--- src/i2c_write_pkg.sv ---
// shared definitions for the one-shot i2c eeprom byte writer
// bus constants, sequencer enums and the structs passed between stages
// referenced by scoped name from the rtl and the testbench monitor

package i2c_write_pkg;

        // upper nibble of the 24c16 control byte (device type)
        localparam logic [3:0] ctrl_nibble = 4'b1010;

        // quarter phases per bit time, tracked by a 2-bit phase counter
        localparam int qtr_per_bit = 4;

        // one write request as captured at the end of the power-up delay
        typedef struct packed {
                logic [2:0] blk_sel;    // block select, goes into the control byte
                logic [7:0] mem_addr;   // word address inside the block
                logic [7:0] wr_data;    // byte to store
        } i2c_req_t;

        // bus line levels for one quarter phase
        typedef struct packed {
                logic scl;
                logic sda_out;          // value driven when sda_oe is set
                logic sda_oe;           // 0 releases sda to the pullup
        } line_ctl_t;

        // frame sequencer states
        typedef enum logic [2:0] {
                IDLE,
                START,
                SEND_BIT,
                ACK_SLOT,
                STOP,
                DONE
        } frame_state_e;

        // which byte of the write frame is on the bus
        typedef enum logic [1:0] {
                CTRL_BYTE,
                ADDR_BYTE,
                DATA_BYTE
        } byte_sel_e;

endpackage

--- src/i2c_launch_ctrl.sv ---
// launch side of the writer: waits out the eeprom power-up delay,
// captures the request from the input pins and pulses go once,
// then produces the quarter-bit tick that paces the frame sequencer

`timescale 1ns/1ps

module i2c_launch_ctrl #(
        parameter int powerup_cycles = 100_000_000,
        parameter int qtr_div        = 250
) (
        input  logic                    sys_clk,
        input  logic                    sys_rst_n,
        input  logic [2:0]              blk_sel,
        input  logic [7:0]              mem_addr,
        input  logic [7:0]              wr_data,
        output i2c_write_pkg::i2c_req_t req,
        output logic                    go,
        output logic                    qtick
);

        localparam int pu_w  = $clog2(powerup_cycles + 1);
        localparam int div_w = $clog2(qtr_div + 1);

        logic [pu_w-1:0]  pu_cnt;       // saturates at powerup_cycles
        logic [div_w-1:0] div_cnt;
        logic             pu_last;      // last cycle of the delay
        logic             running;      // delay over, ticks enabled

        assign pu_last = (pu_cnt == pu_w'(powerup_cycles - 1));
        assign running = (pu_cnt == pu_w'(powerup_cycles));

        always_ff @(posedge sys_clk or negedge sys_rst_n) begin
                if (!sys_rst_n) begin
                        pu_cnt <= '0;
                        go     <= 1'b0;
                end else begin
                        go <= pu_last;                  // single pulse, counter stops past it
                        if (!running)
                                pu_cnt <= pu_cnt + 1'b1;
                end
        end

        // request fields are sampled together with go
        always_ff @(posedge sys_clk) begin
                if (pu_last) begin
                        req.blk_sel  <= blk_sel;
                        req.mem_addr <= mem_addr;
                        req.wr_data  <= wr_data;
                end
        end

        // quarter-bit divider, first tick lands qtr_div cycles after go
        always_ff @(posedge sys_clk or negedge sys_rst_n) begin
                if (!sys_rst_n) begin
                        div_cnt <= '0;
                        qtick   <= 1'b0;
                end else if (running) begin
                        qtick <= (div_cnt == div_w'(qtr_div - 1));
                        if (div_cnt == div_w'(qtr_div - 1))
                                div_cnt <= '0;
                        else
                                div_cnt <= div_cnt + 1'b1;
                end
        end

endmodule

--- config.mk ---
export PLATFORM = sky130hd
export DESIGN_NAME = i2c_launch_ctrl
export DESIGN_NICKNAME = d
export VERILOG_FILES = /design/src/i2c_write_pkg.sv /design/src/i2c_launch_ctrl.sv
export SDC_FILE = /design/constraint.sdc
export NUM_CORES = 1
export LEC_CHECK = 0
export BUFFER_PORTS_ARGS = -buffer_cell sky130_fd_sc_hd__buf_2
export CAP_MARGIN = 10
export CORE_MARGIN = 2
export CORE_UTILIZATION = 54
export CTS_BUF_LIST = sky130_fd_sc_hd__clkbuf_4 sky130_fd_sc_hd__clkbuf_8 sky130_fd_sc_hd__clkbuf_16
export DETAILED_ROUTE_END_ITERATION = 8
export GPL_TIMING_DRIVEN = 0
export PLACE_DENSITY_LB_ADDON = 0.1
export RECOVER_POWER = 50
export SLEW_MARGIN = 20
export SYNTH_ARGS = -nofsm -noshare
export SYNTH_HDL_FRONTEND = slang
export SYNTH_SLANG_ARGS = --single-unit
--- constraint.sdc ---
create_clock -name sys_clk -period 4.1 [get_ports sys_clk]
set_input_delay 0.82 -clock sys_clk [delete_from_list [all_inputs] [get_ports sys_clk]]
set_output_delay 0.82 -clock sys_clk [all_outputs]
set_load 0.01 [all_outputs]
==> impl_metrics.csv <==
group,metric,value,unit
clock_tree,cts_tree,"done",
pwr,p_per_area,370,nW/um^2
synthesis,synth_top_cell_by_area,"sky130_fd_sc_hd__dfrtp_1",
cells_and_area,layout-drive-gt1-share,22.4,%
critical_path,timing.critical_path.to_type,"flip-flop",
cells_and_area,num-fill-cells,318,
synthesis,ys.warnings.count,0,
route,drt-wirelength-per-cell,14.9,microns
pwr,net-switching-power,0.171,mW
sta,fin_skew,0.00572,ns
sta,clock.fmax,428,MHz
placement,port_buffers,41,
synthesis,syn-cell-area,2300,sq um
grt,grt.met2_usage,30.4,%
worst_hold_path,hold_path.class,"flip-flop to flip-flop",
worst_hold_path,hold-path-cell-count,1,
floorplanning,area_enclosed_by_the_die_boundary,4800,sq um
critical_path,cpMaxStageDelayCell,"sky130_fd_sc_hd__nor3_1",
cells_and_area,flow.area_growth_from_synthesis,18.1,%
clock_tree,cts-resized-gates,0,
sta,report.final.setup_viol,0,
clock_tree,postCtsHoldBufs,0,
route,via_count,1572,
synthesis,syn_area_per_cell,12.7,sq um
grt,wire_length_of_the_first_global_routing_pass,7150,microns
grt,global_route.peak_usage_layer,"met2",
route,drt_pass1_iterations,4,
grt,overflow,0,
grt,groute.layer.met1.usage,24.3,%
floorplanning,fp.coreArea,4060,sq um
critical_path,timing.critical_path.fanout_max,7,
placement,routabilityCongestion,0.795,
sta,worstMarginPinSlew,1.94,ns
clock_tree,clkSinkCount,56,
pwr,cellLeakagePower,1.14,nW
pwr,report.power.total,1.01,mW
grt,grtUsageMet3,4.65,%
critical_path,timing.critical_path.from_type,"flip-flop",
route,drtIter0Drc,111,
critical_path,crit_buf_inv,0,
critical_path,cp.depth,4,
pwr,internal-power,0.835,mW
status,status,"finished, violations left",
clock_tree,root_buffer,"sky130_fd_sc_hd__clkbuf_8",
sta,final_max_slew_viol_count,38,
sta,tns,0,ns
sta,period_utilization,56.9,%
synthesis,netlist-cell-type-count,33,
synthesis,ys_ff_latch,56,
pwr,vdd.ir_drop.worst,0.000218,V
synthesis,async_flop_share,66.1,%
clock_tree,cts_htree_levels,2,
floorplanning,placement_rows,23,
sta,fin_worst_hold_slack,0.479,ns
clock_tree,worst_skew_pair.late_latency,0.30,ns
floorplanning,die_h,69.3,microns
grt,grt_start_max_net_pins,38,
critical_path,max_stage_delay,0.79,ns
critical_path,critPathTopFamily,"simple AND/OR/NAND/NOR gates",
critical_path,critical_path.cell_chain,"nor4b_1 -> nand4b_1 -> nor3_1 -> mux2_2",
synthesis,synth_edf_count,19,
route,post_drt_via_cell_ratio,5.57,
synthesis,synth-seq-area-share,65.0,%
critical_path,cp_data_arrival_time,2.52,ns
floorplanning,floorplan.initialDensity,56.7,%
pwr,pwr-share-comb,1.6,%
route,drc,0,
pwr,power.sequential.fraction,57.4,%
clock_tree,cts.repair_timing.setup_buffer_count,0,
sta,setup_slack,1.77,ns
cells_and_area,n_antenna_cell,0,
cells_and_area,finish.net_count,256,
synthesis,yosys.area.top_type_share,40.2,%
sta,rsz0062_at_grt,"no",
sta,period_minus_slack,2.33,ns
synthesis,synth_commonest_cells,"sky130_fd_sc_hd__dfrtp_1, sky130_fd_sc_hd__xnor2_1, sky130_fd_sc_hd__edfxtp_1, sky130_fd_sc_hd__nand2_1, sky130_fd_sc_hd__nand3_1",
pwr,clock_power_share,41.0,%
run,reported_max_cap_violation_count,1,
floorplanning,ioPinCount,42,
critical_path,setup.worst_path.class,"flip-flop to flip-flop",
grt,grt_pass1_vias,1577,
status,violations,"max-capacitance violations, max-slew violations",
pwr,p_sw_share,17.0,%
critical_path,worstPathRequired,4.29,ns
cells_and_area,footprint_of_the_multi_input_gates,781,sq um
synthesis,synth_top_cells_by_area,"sky130_fd_sc_hd__dfrtp_1, sky130_fd_sc_hd__edfxtp_1, sky130_fd_sc_hd__xnor2_1, sky130_fd_sc_hd__nand3_1, sky130_fd_sc_hd__nand4_1",
sta,timing_hold_violations_final,0,
sta,maxSlewHeadroom,-29.6,%
route,antenna_left,0,
synthesis,synthCells,181,
synthesis,yosys.cell_count.top_type,"sky130_fd_sc_hd__dfrtp_1",
synthesis,post_synthesis_net_count,206,
synthesis,synthFlopType,"sky130_fd_sc_hd__dfrtp_1",
grt,groute.usage.overall,18.7,%
clock_tree,max_root_sink_buffers,2,
clock_tree,cts_made_buffers,5,
placement,dp.final_hpwl,3050,microns
floorplanning,die_w,69.3,microns
clock_tree,clk_transition_reported_paths,0.09,ns
cells_and_area,regArea,1500,sq um
grt,grt_antenna_before_repair,0,
critical_path,timing.reg2reg.worst_path_depth,4,
placement,place_worst_setup_slack,1.74,ns
route,routed_wirelength,4210,microns
flip-flops by register name, summed over array words and instances (netlist names):
register / cells
div_cnt: 8
go: 1
pu_cnt: 27
qtick: 1
req: 19
per-stage QoR:
step | cells | cell area (sq um) | util, %
after floorplan | 181 | 2300 | -
final | 282 | 2720 | 67.0
after CTS | 282 | 2720 | 67.1
after global placement | 272 | 2570 | 63.3
after detailed placement | 274 | 2590 | 63.7
after global routing | 282 | 2720 | 67.0
per-layer routing:
metal	wire length [microns]	up-vias	share of wire [%]
li1	-	757	-
met1	1920	761	46
met2	1990	47	47
met3	225	7	5.3
met4	73	0	1.7
met5	0	-	0
worst reg2reg max path, delay by kind of cell (launching register included):
kind | cells | cell delay, ns
flops | 1 | 0.41
mux | 1 | 0.41
simple gates | 3 | 1.41
layout by cell type (no fill, tap or decap), types with 2 or more instances in the layout:
master	instances
sky130_fd_sc_hd__buf_2	40
sky130_fd_sc_hd__dfrtp_1	37
sky130_fd_sc_hd__xnor2_1	21
sky130_fd_sc_hd__edfxtp_1	19
sky130_fd_sc_hd__nand2_1	14
sky130_fd_sc_hd__nand3_1	13
sky130_fd_sc_hd__nand4_1	9
sky130_fd_sc_hd__nor2_1	8
sky130_fd_sc_hd__o21ai_0	7
sky130_fd_sc_hd__inv_1	5
sky130_fd_sc_hd__nor4_1	5
sky130_fd_sc_hd__or3_1	5
sky130_fd_sc_hd__clkbuf_1	5
sky130_fd_sc_hd__clkbuf_8	5
sky130_fd_sc_hd__xor2_1	4
sky130_fd_sc_hd__ha_1	4
sky130_fd_sc_hd__nor2b_1	3
sky130_fd_sc_hd__nor3_1	3
sky130_fd_sc_hd__nor4b_1	2
sky130_fd_sc_hd__and3_1	2
sky130_fd_sc_hd__a21o_1	2
sky130_fd_sc_hd__o31ai_1	2
sky130_fd_sc_hd__bufinv_16	2
cells by family after synthesis:
group	count (synthesis)	share of synthesized area (%)
multiplexers	2	0.924
flip-flops	56	65.0
buffers and inverters	8	1.36
XOR/XNOR	25	9.51
AO/OA/AOI/OAI	15	3.91
AND/OR/NAND/NOR	71	17.1
adder cells (fa/ha/maj)	4	2.17
power by group through the flow:
stage	clock, mW	combinational, mW	sequential (mW)
floorplan	0	0.000000230	0.590
global placement	0	0.0155	0.590
detailed placement	0	0.0169	0.590
CTS	0.419	0.0174	0.578
global route	0.446	0.0188	0.578
finish	0.412	0.0162	0.578
cell type report:
cell class              count  share of cell area [%]
flip-flops and latches     56                    55.0
clock inverters             2                    2.21
plain buffers               3                   0.460
well taps                  50                    2.30
multi-input cells         117                    28.7
inverters                   5                   0.690
repair buffers             43                    7.78
clock buffers               6                    2.81
path summary, 6_finish.rpt:
kind,start,slack (ns),endpoint
max reg2reg,pu_cnt[9]$_DFFE_PN0P_,1.77,qtick$_DFFE_PN0N_
min in group asynchronous,sys_rst_n,1.05,div_cnt[6]$_DFFE_PN0N_
min reg2reg,pu_cnt[15]$_DFFE_PN0P_,0.48,pu_cnt[15]$_DFFE_PN0P_
max in group asynchronous,sys_rst_n,1.93,pu_cnt[14]$_DFFE_PN0P_
max,pu_cnt[9]$_DFFE_PN0P_,1.77,qtick$_DFFE_PN0N_
min,pu_cnt[15]$_DFFE_PN0P_,0.48,pu_cnt[15]$_DFFE_PN0P_
No activity file was read; power rests on OpenSTA's default activity.
