**src/i2c_write_pkg.sv**
```systemverilog
// shared definitions for the one-shot i2c eeprom byte writer
// bus constants, sequencer enums and the structs passed between stages
// referenced by scoped name from the rtl and the testbench monitor

package i2c_write_pkg;

        // upper nibble of the 24c16 control byte (device type)
        localparam logic [3:0] ctrl_nibble = 4'b1010;

        // quarter phases per bit time, tracked by a 2-bit phase counter
        localparam int qtr_per_bit = 4;

        // one write request as captured at the end of the power-up delay
        typedef struct packed {
                logic [2:0] blk_sel;    // block select, goes into the control byte
                logic [7:0] mem_addr;   // word address inside the block
                logic [7:0] wr_data;    // byte to store
        } i2c_req_t;

        // bus line levels for one quarter phase
        typedef struct packed {
                logic scl;
                logic sda_out;          // value driven when sda_oe is set
                logic sda_oe;           // 0 releases sda to the pullup
        } line_ctl_t;

        // frame sequencer states
        typedef enum logic [2:0] {
                IDLE,
                START,
                SEND_BIT,
                ACK_SLOT,
                STOP,
                DONE
        } frame_state_e;

        // which byte of the write frame is on the bus
        typedef enum logic [1:0] {
                CTRL_BYTE,
                ADDR_BYTE,
                DATA_BYTE
        } byte_sel_e;

endpackage

```
**src/i2c_write_fsm.sv**
```systemverilog
// frame sequencer for one eeprom byte write
// steps one quarter phase per qtick through start, three bytes with
// their acknowledge slots, and stop; emits the line levels for each quarter
// done is a one-cycle pulse on the final qtick of the stop bit

`timescale 1ns/1ps

module i2c_write_fsm (
        input  logic                     sys_clk,
        input  logic                     sys_rst_n,
        input  i2c_write_pkg::i2c_req_t  req,
        input  logic                     go,
        input  logic                     qtick,
        output i2c_write_pkg::line_ctl_t line,
        output logic                     done,
        output logic [7:0]               data_byte
);

        localparam logic [1:0] last_qtr = 2'(i2c_write_pkg::qtr_per_bit - 1);

        i2c_write_pkg::frame_state_e state;
        i2c_write_pkg::byte_sel_e    byte_sel;
        logic [1:0]                  phase;     // quarter within the current bit
        logic [2:0]                  bit_idx;   // bits left in the byte, 7 down to 0
        logic [7:0]                  shift_q;   // msb is on the bus
        logic                        bit_end;   // qtick closing the current bit

        // byte image for each slot of the frame
        function automatic logic [7:0] frame_byte(input i2c_write_pkg::byte_sel_e sel,
                                                  input i2c_write_pkg::i2c_req_t r);
                logic [7:0] b;
                case (sel)
                        i2c_write_pkg::CTRL_BYTE: b = {i2c_write_pkg::ctrl_nibble, r.blk_sel, 1'b0};
                        i2c_write_pkg::ADDR_BYTE: b = r.mem_addr;
                        default:                  b = r.wr_data;
                endcase
                return b;
        endfunction

        assign bit_end = qtick && (phase == last_qtr);

        always_ff @(posedge sys_clk or negedge sys_rst_n) begin
                if (!sys_rst_n) begin
                        state    <= i2c_write_pkg::IDLE;
                        byte_sel <= i2c_write_pkg::CTRL_BYTE;
                        phase    <= 2'd0;
                        bit_idx  <= 3'd7;
                end else begin
                        case (state)
                                i2c_write_pkg::IDLE: begin
                                        if (go) begin
                                                state    <= i2c_write_pkg::START;
                                                byte_sel <= i2c_write_pkg::CTRL_BYTE;
                                                phase    <= 2'd0;
                                                bit_idx  <= 3'd7;
                                        end
                                end
                                i2c_write_pkg::START: begin
                                        if (bit_end)
                                                state <= i2c_write_pkg::SEND_BIT;
                                end
                                i2c_write_pkg::SEND_BIT: begin
                                        if (bit_end) begin
                                                if (bit_idx == 3'd0)
                                                        state <= i2c_write_pkg::ACK_SLOT;
                                                else
                                                        bit_idx <= bit_idx - 1'b1;
                                        end
                                end
                                i2c_write_pkg::ACK_SLOT: begin
                                        if (bit_end) begin
                                                bit_idx <= 3'd7;
                                                case (byte_sel)
                                                        i2c_write_pkg::CTRL_BYTE: begin
                                                                byte_sel <= i2c_write_pkg::ADDR_BYTE;
                                                                state    <= i2c_write_pkg::SEND_BIT;
                                                        end
                                                        i2c_write_pkg::ADDR_BYTE: begin
                                                                byte_sel <= i2c_write_pkg::DATA_BYTE;
                                                                state    <= i2c_write_pkg::SEND_BIT;
                                                        end
                                                        default: state <= i2c_write_pkg::STOP;
                                                endcase
                                        end
                                end
                                i2c_write_pkg::STOP: begin
                                        if (bit_end)
                                                state <= i2c_write_pkg::DONE;
                                end
                                default: ;      // DONE holds until the next reset
                        endcase

                        if (qtick && state != i2c_write_pkg::IDLE &&
                            state != i2c_write_pkg::DONE)
                                phase <= phase + 2'd1;  // wraps at the bit boundary
                end
        end

        // shift register, reloaded at each byte boundary
        always_ff @(posedge sys_clk) begin
                if (state == i2c_write_pkg::IDLE && go)
                        shift_q <= frame_byte(i2c_write_pkg::CTRL_BYTE, req);
                else if (bit_end && state == i2c_write_pkg::SEND_BIT)
                        shift_q <= {shift_q[6:0], 1'b0};        // msb first
                else if (bit_end && state == i2c_write_pkg::ACK_SLOT) begin
                        if (byte_sel == i2c_write_pkg::CTRL_BYTE)
                                shift_q <= frame_byte(i2c_write_pkg::ADDR_BYTE, req);
                        else
                                shift_q <= frame_byte(i2c_write_pkg::DATA_BYTE, req);
                end
        end

        // line levels per state and quarter
        always_comb begin
                line.scl     = 1'b1;
                line.sda_out = 1'b1;
                line.sda_oe  = 1'b0;
                case (state)
                        i2c_write_pkg::START: begin
                                line.scl     = (phase != 2'd3);         // sda falls in q2 with scl high
                                line.sda_out = (phase < 2'd2);
                                line.sda_oe  = 1'b1;
                        end
                        i2c_write_pkg::SEND_BIT: begin
                                line.scl     = (phase == 2'd1) || (phase == 2'd2);
                                line.sda_out = shift_q[7];
                                line.sda_oe  = 1'b1;
                        end
                        i2c_write_pkg::ACK_SLOT: begin
                                line.scl = (phase == 2'd1) || (phase == 2'd2);  // sda left to the slave
                        end
                        i2c_write_pkg::STOP: begin
                                line.scl     = (phase != 2'd0);
                                line.sda_out = (phase >= 2'd2);         // rises in q2 with scl high
                                line.sda_oe  = 1'b1;
                        end
                        default: ;      // idle bus, scl high and sda released
                endcase
        end

        assign done      = bit_end && (state == i2c_write_pkg::STOP);
        assign data_byte = req.wr_data;

endmodule

```
**config.mk**
```make
export PLATFORM = sky130hd
export DESIGN_NAME = i2c_write_fsm
export DESIGN_NICKNAME = d
export VERILOG_FILES = /design/src/i2c_write_pkg.sv /design/src/i2c_write_fsm.sv
export SDC_FILE = /design/constraint.sdc
export NUM_CORES = 1
export LEC_CHECK = 0
export BUFFER_PORTS_ARGS = -buffer_cell sky130_fd_sc_hd__buf_2
export CAP_MARGIN = 20
export CORE_MARGIN = 5
export CORE_UTILIZATION = 50
export DETAILED_ROUTE_END_ITERATION = 8
export PLACE_DENSITY = 0.77
export SETUP_SLACK_MARGIN = 0.15
export SYNTH_ARGS = -nofsm -noshare
export SYNTH_HDL_FRONTEND = slang
export SYNTH_SLANG_ARGS = --single-unit
```
**constraint.sdc**
```tcl
create_clock -name sys_clk -period 2.2 [get_ports sys_clk]
set_clock_uncertainty 0.2 [all_clocks]
set_input_delay 0.33 -clock sys_clk [delete_from_list [all_inputs] [get_ports sys_clk]]
set_output_delay 0.33 -clock sys_clk [all_outputs]
set_load 0.01 [all_outputs]
```
==> results of run 1 <==
==> worst max-delay path, delay by kind of cell, from the launching register on <==
| kind | cells | cell delay (ns) |
|---|---|---|
| simple gates | 1 | 0.25 |
| buf+inv | 2 | 0.28 |
| flops | 1 | 0.41 |
| compound gates | 2 | 0.30 |
==> power by group <==
group / internal, mW / leakage (nW) / switching (mW) / total (mW)
sequential: 0.498 / 0.184 / 0.134 / 0.632
clock: 0.0657 / 0.0154 / 0.0981 / 0.164
combinational: 0.625 / 0.546 / 0.640 / 1.27
==> area by class of cell <==
type | instances | area, um2
Clock buffer | 3 | 22.5
Clock inverter | 1 | 3.75
Fill cell | 179 | 816
Inverter | 6 | 22.5
Multi-Input combinational cell | 88 | 739
Sequential cell | 18 | 448
Tap cell | 30 | 37.5
Timing Repair Buffer | 53 | 320
==> cells in the mapped netlist (all sizes together), types with 2 or more instances <==
master   count  area, um2
a211oi       2       15.0
a21oi        4       20.0
a22oi        2       15.0
a2bb2oi      2       17.5
a31oi        2       12.5
a32oi        3       26.3
and2         2       12.5
buf         11       83.8
clkbuf       4       15.0
dfrtp        7        175
dfstp        3       78.8
dfxtp        5        100
edfxtp       3       90.1
ha           5       62.6
inv          6       22.5
mux2         2       30.0
mux2i       10        100
nand2        8       30.0
nand3        5       25.0
nand4b       2       17.5
nor2         5       26.3
nor2b        4       25.0
nor3b        3       22.5
o211ai       5       37.5
o21ai        8       51.3
==> through the flow <==
step	std cells	power, mW	setup slack [ns]	util (%)	area [um2]
floorplan	127	1.33	0.356	-	1230
global placement	181	1.54	0.284	57.3	1380
detailed placement	181	1.58	0.234	57.3	1380
CTS	191	1.84	0.136	61.2	1470
global route	199	2.20	0.0958	66.1	1590
finish	199	2.06	0.155	66.1	1590
==> worst min path at each step <==
stage / endpoint / slack [ns] / cells after the start
after floorplan: byte_sel[0] / -0.17 / 0
final: shift_q[1] / 0.12 / 3
after global placement: byte_sel[0] / -0.0004 / 1
after CTS: shift_q[2] / 0.12 / 3
after global routing: shift_q[1] / 0.14 / 3
after detailed placement: byte_sel[0] / 0.003 / 1
==> metal layers <==
layer  vias to the layer above  part of all wire (%)
met5                         -                     0
met4                         0                   2.0
met3                         6                   6.8
met2                        45                    51
met1                       554                    40
li1                        552                     -
==> cells by family after synthesis <==
kind of cell / share of synthesized area [%]
adder cells (fa/ha/maj): 5.07
flip-flops: 36.0
AND/OR/NAND/NOR: 19.1
AO/OA/AOI/OAI: 19.5
multiplexers: 10.5
buffers and inverters: 9.84
==> sequential cells by signal, summed over array words and instances (netlist names) <==
register	flops
bit_idx	3
byte_sel	2
state	3
shift_q	8
phase	2
==> timing repair <==
item	CTS	global route
hold buffers	1	0
setup endpoints to repair	3	4
buffers inserted	5	7
gates cloned	0	1
resized for setup	8	16
hold endpoints to repair	10	0
pin swaps	1	5
==> cells in the final DEF (no fill, tap or decap), types with 3 or more instances in the layout <==
master	Yosys	layout
dfrtp_2	0	3
dfxtp_1	5	5
nand2_1	8	8
buf_2	1	35
inv_1	6	4
mux2i_1	10	10
edfxtp_1	3	3
nor3b_1	3	3
o211ai_1	5	5
a21oi_1	4	4
a32oi_1	3	3
dfstp_2	3	3
buf_4	9	15
nand3_1	5	5
dfrtp_1	7	4
nor2_1	4	3
o21ai_0	7	6
clkbuf_4	0	3
==> out/qor.yml, run 1 <==
start_util_pct: 51.2
dp_hpwl_um: 2090
drive_gt1_share_pct: 47.9
drv_cap: 0
synth_edf_count: 3
peakVddDrop_mv: 0.764
core_um2: 2410
setup_viol: 0
min-delay-start: "req[16]"
leakage_nw: 0.745
place_congestion: 0.833
p_per_area_nw_per_um2: 1290
timing.hold.ws_ns: 0.125
antenna_left: 0
crit_path_start: "state[0]"
crit_required_ns: 1.67
synthesis.instances: 127
path_cells: "buf_6 > nor2b_2 > a22oi_2 > a2bb2oi_2 > buf_2"
r2r-end: "bit_idx[0]"
clk_pin_slew_worst_paths_ns: 0.11
dr_total_vias: 1157
portBuffers: 34
cp.arrival_ns: 1.52
cts_max_level: 1
min_period_ns: 2.05
max-slew-margin-rel_pct: 68.9
drt_first_pass_iters: 4
fmax_ghz: 0.489
grt_pass1_wl_um: 4490
drt-vias-per-instance: 5.81
nNetsFinal: 198
crit_path_top_delay_cell: "dfrtp_1"
boundaryPins: 35
die_y_um: 59.7
insertion_delay_ns: 0.28
busiest_layer: "met2"
setup_tns_ns: 0
ys_seq_area_share_pct: 36.0
die_area_um2: 3560
rsz0062_at_grt: "yes"
fin_crit_sh_pct: 93.0
avgSynthCellArea_um2: 9.71
hold_viol_final: 0
rows: 18
ys.flop_type: "dfrtp_1"
yosysWarnings: 0
end_kind: "primary output"
layout-area-overhead-vs-synth_pct: 29.2
drtIter0Drc: 14
cts-root-buf: "clkbuf_4"
cts_buffer_depth: 2
grt_max_degree: 17
hold_path_class: "in -> reg"
synth_fp_nets: 155
worstSetupEndpoint: "line[2]"
report.final.slew_viol_count: 0
met2_usage_pct: 26.9
cts_tree: "yes"
grt_usage_pct: 16.4
synthArstFlopShare_pct: 55.6
grtUsageMet3_pct: 3.46
die_w_um: 59.7
tightest_slew_ns: 0.466
grt_pass1_vias: 1049
grt_overflow: 0
critical_path.startpoint_type: "flip-flop"
syn-cell-area_um2: 1230
cts_buffers: 3
routedWlPerCell_um: 15.4
numClockSinks: 18
ys_ff_latch: 18
antenna_cells: 0
r2r.worst_path.cells: 4
synth.distinct_cells: 43
timing.rr.start: "state[0]"
slowest_delay_ns: 0.41
r2r_slack_ns: 0.24
grt.met1_usage_pct: 21.1
outcome: "completed"
drc: 0
crit_type: "reg -> out"
grt_antenna_before_repair: 0
routed_wl_um: 3070
crit_fanout: 9
Note: power is estimated with default switching activity, not from simulation.
==> run 2, diff against run 1 <==
CORE_ASPECT_RATIO = 2   (was default)
CORE_UTILIZATION = 30   (was 50)
PLACE_DENSITY = default   (was 0.77)
==> out/qor.yml, run 2 (same netlist as run 1, synthesis figures left out) <==
outcome: "completed"
die_y_um: 101  # +69%
crit_path_top_delay_cell: "dfrtp_2"
regMostFlops: "shift_q"
dp_hpwl_um: 2430  # +16%
cts-root-buf: "clkbuf_8"
timing.rr.start: "state[2]"
die_area_um2: 5570  # +57%
report.final.slew_viol_count: 0  # unchanged
layout_common_cells: "34 x buf_2, 12 x buf_4, 10 x mux2i_1, 8 x nand2_1"
fmax_ghz: 0.506  # +3.6%
timing.hold.ws_ns: 0.169  # +0.0438 ns
setup_tns_ns: 0  # unchanged
cts_max_level: 1  # unchanged
cts_buffers: 3  # unchanged
cp.depth: 4  # -1
drt-vias-per-instance: 5.12  # -12%
peakVddDrop_mv: 0.541  # -29%
core_um2: 4050  # +68%
min-delay-start: "req[18]"
drc: 0  # unchanged
slowest_delay_ns: 0.49  # +0.08 ns
p_per_area_nw_per_um2: 1270  # -2.0%
start_util_pct: 30.5  # -21 points
layout-area-overhead-vs-synth_pct: 27.2
path_delay_family: "flip-flops"
rsz0062_at_grt: "yes"
crit_fanout: 11  # +2
end_kind: "primary output"
cts_tree: "yes"
largest_reg_flops: 8  # unchanged
cp.buffers_inverters: 1  # -1
grt_usage_pct: 11.7  # -4.8 points
grt_max_degree: 17  # unchanged
total_power_mw: 1.99  # -3.6%
cp.arrival_ns: 1.45  # -0.07 ns
r2r-end: "bit_idx[0]"
fin_util_pct: 38.8  # -27 points
nNetsFinal: 194  # -2.0%
portBuffers: 34  # unchanged
die_w_um: 55.3  # -7.2%
largestRegisters: "shift_q (8), bit_idx (3), state (3)"
worstHoldPathCells: 3  # unchanged
hold_viol_final: 0  # unchanged
boundaryPins: 35  # unchanged
crit_type: "reg -> out"
whs_endpoint: "shift_q[3]"
antenna_left: 0  # unchanged
place_ws_ns: 0.191  # -0.0425 ns
insertion_delay_ns: 0.25  # -0.03 ns
drive_gt1_share_pct: 41.2  # -6.7 points
r2r_slack_ns: 0.25  # about the same
routedWlPerCell_um: 14.1  # -8.5%
path_cells: "nor2b_2 > a22oi_1 > a2bb2oi_2 > buf_2"
numClockSinks: 18  # unchanged
dr_total_vias: 1112  # -3.9%
drt_first_pass_iters: 4  # unchanged
setup_viol: 0  # unchanged
tightest_slew_ns: 0.470  # +0.00422 ns
fin_crit_sh_pct: 89.8  # -3.2 points
min_period_ns: 1.98  # -0.0702 ns
grt_pass1_vias: 1136  # +8.3%
r2r.worst_path.cells: 3  # -1
grt_antenna_before_repair: 0  # unchanged
grt_overflow: 0  # unchanged
fin_ws_ns: 0.225  # +0.0702 ns
leakage_nw: 0.737  # -1.1%
critical_path.startpoint_type: "flip-flop"
place_congestion: 0.783  # -5.9%
crit_required_ns: 1.67  # about the same
max-slew-margin-rel_pct: 68.4  # -0.48 points
final_common_cell: "buf_2"
rows: 33  # +15
drtIter0Drc: 16  # +2
hold_path_class: "in -> reg"
routed_wl_um: 3060  # -0.23%
grt_pass1_wl_um: 5240  # +17%
antenna_cells: 0  # unchanged
cts_buffer_depth: 2  # unchanged
drv_cap: 0  # unchanged
clk_pin_slew_worst_paths_ns: 0.07  # -0.04 ns
run 2: cell types whose count changed in the layout (fill, tap and decap cells not counted), moves of 2 or more:
cell / delta
buf_4: -3
clkbuf_4: -3
clkbuf_8: +3
ha_1: +2
ha_4: -2
inv_1: +2
inv_2: -2
run 2: worst max-delay path by stage:
| stage | slack (ns) | from | end |
|---|---|---|---|
| after floorplan | 0.36 | phase[1] | shift_q[1] |
| after global placement | 0.25 | state[2] | bit_idx[1] |
| after detailed placement | 0.19 | state[2] | bit_idx[0] |
| after CTS | 0.17 | state[1] | line[0] |
| after global routing | 0.12 | phase[1] | done |
| final | 0.22 | state[2] | line[2] |
run 2: what timing repair did:
action                                  CTS  global route
hold endpoints to repair                 10             0
hold buffers                              1             0
pin swaps                                 1             1
gates resized for setup                   3            10
buffers inserted                          0             9
endpoints found under the setup margin    3             4
gates cloned                              0             0
run 2: per-stage QoR:
step | area, um2 | instances
after floorplan | 1230 | 127
after global placement | 1410 | 203
after CTS | 1470 | 208
after detailed placement | 1410 | 203
after global routing | 1570 | 217
final | 1570 | 217
run 2: worst register-to-register path, stage by stage, from the launching register on:
cell     delay [ns]
dfrtp_2        0.49
or4b_1         0.70
o21ai_4        0.17
mux2_4         0.32
run 2: layer usage:
| metal | up-vias | GRT usage [%] | wire (um) | part of all wire (%) |
|---|---|---|---|---|
| met5 | - | 0 | 0 | 0 |
| met4 | 0 | 5.24 | 37 | 1.2 |
| met3 | 2 | 1.67 | 137 | 4.5 |
| met2 | 31 | 22.0 | 1710 | 56 |
| met1 | 536 | 12.5 | 1180 | 39 |
| li1 | 543 | - | - | - |
run 2: power breakdown:
group	switching (mW)	total, mW	internal [mW]
clock	0.111	0.239	0.128
combinational	0.578	1.13	0.554
sequential	0.119	0.616	0.497
run 2: cell type report:
| class | instances | area (um2) |
|---|---|---|
| fillers | 462 | 2480 |
| well taps | 52 | 65.1 |
| inverters | 6 | 22.5 |
| clock buffers | 4 | 45.0 |
| repair buffers | 49 | 293 |
| multi-input cells | 88 | 697 |
| flip-flops and latches | 18 | 447 |
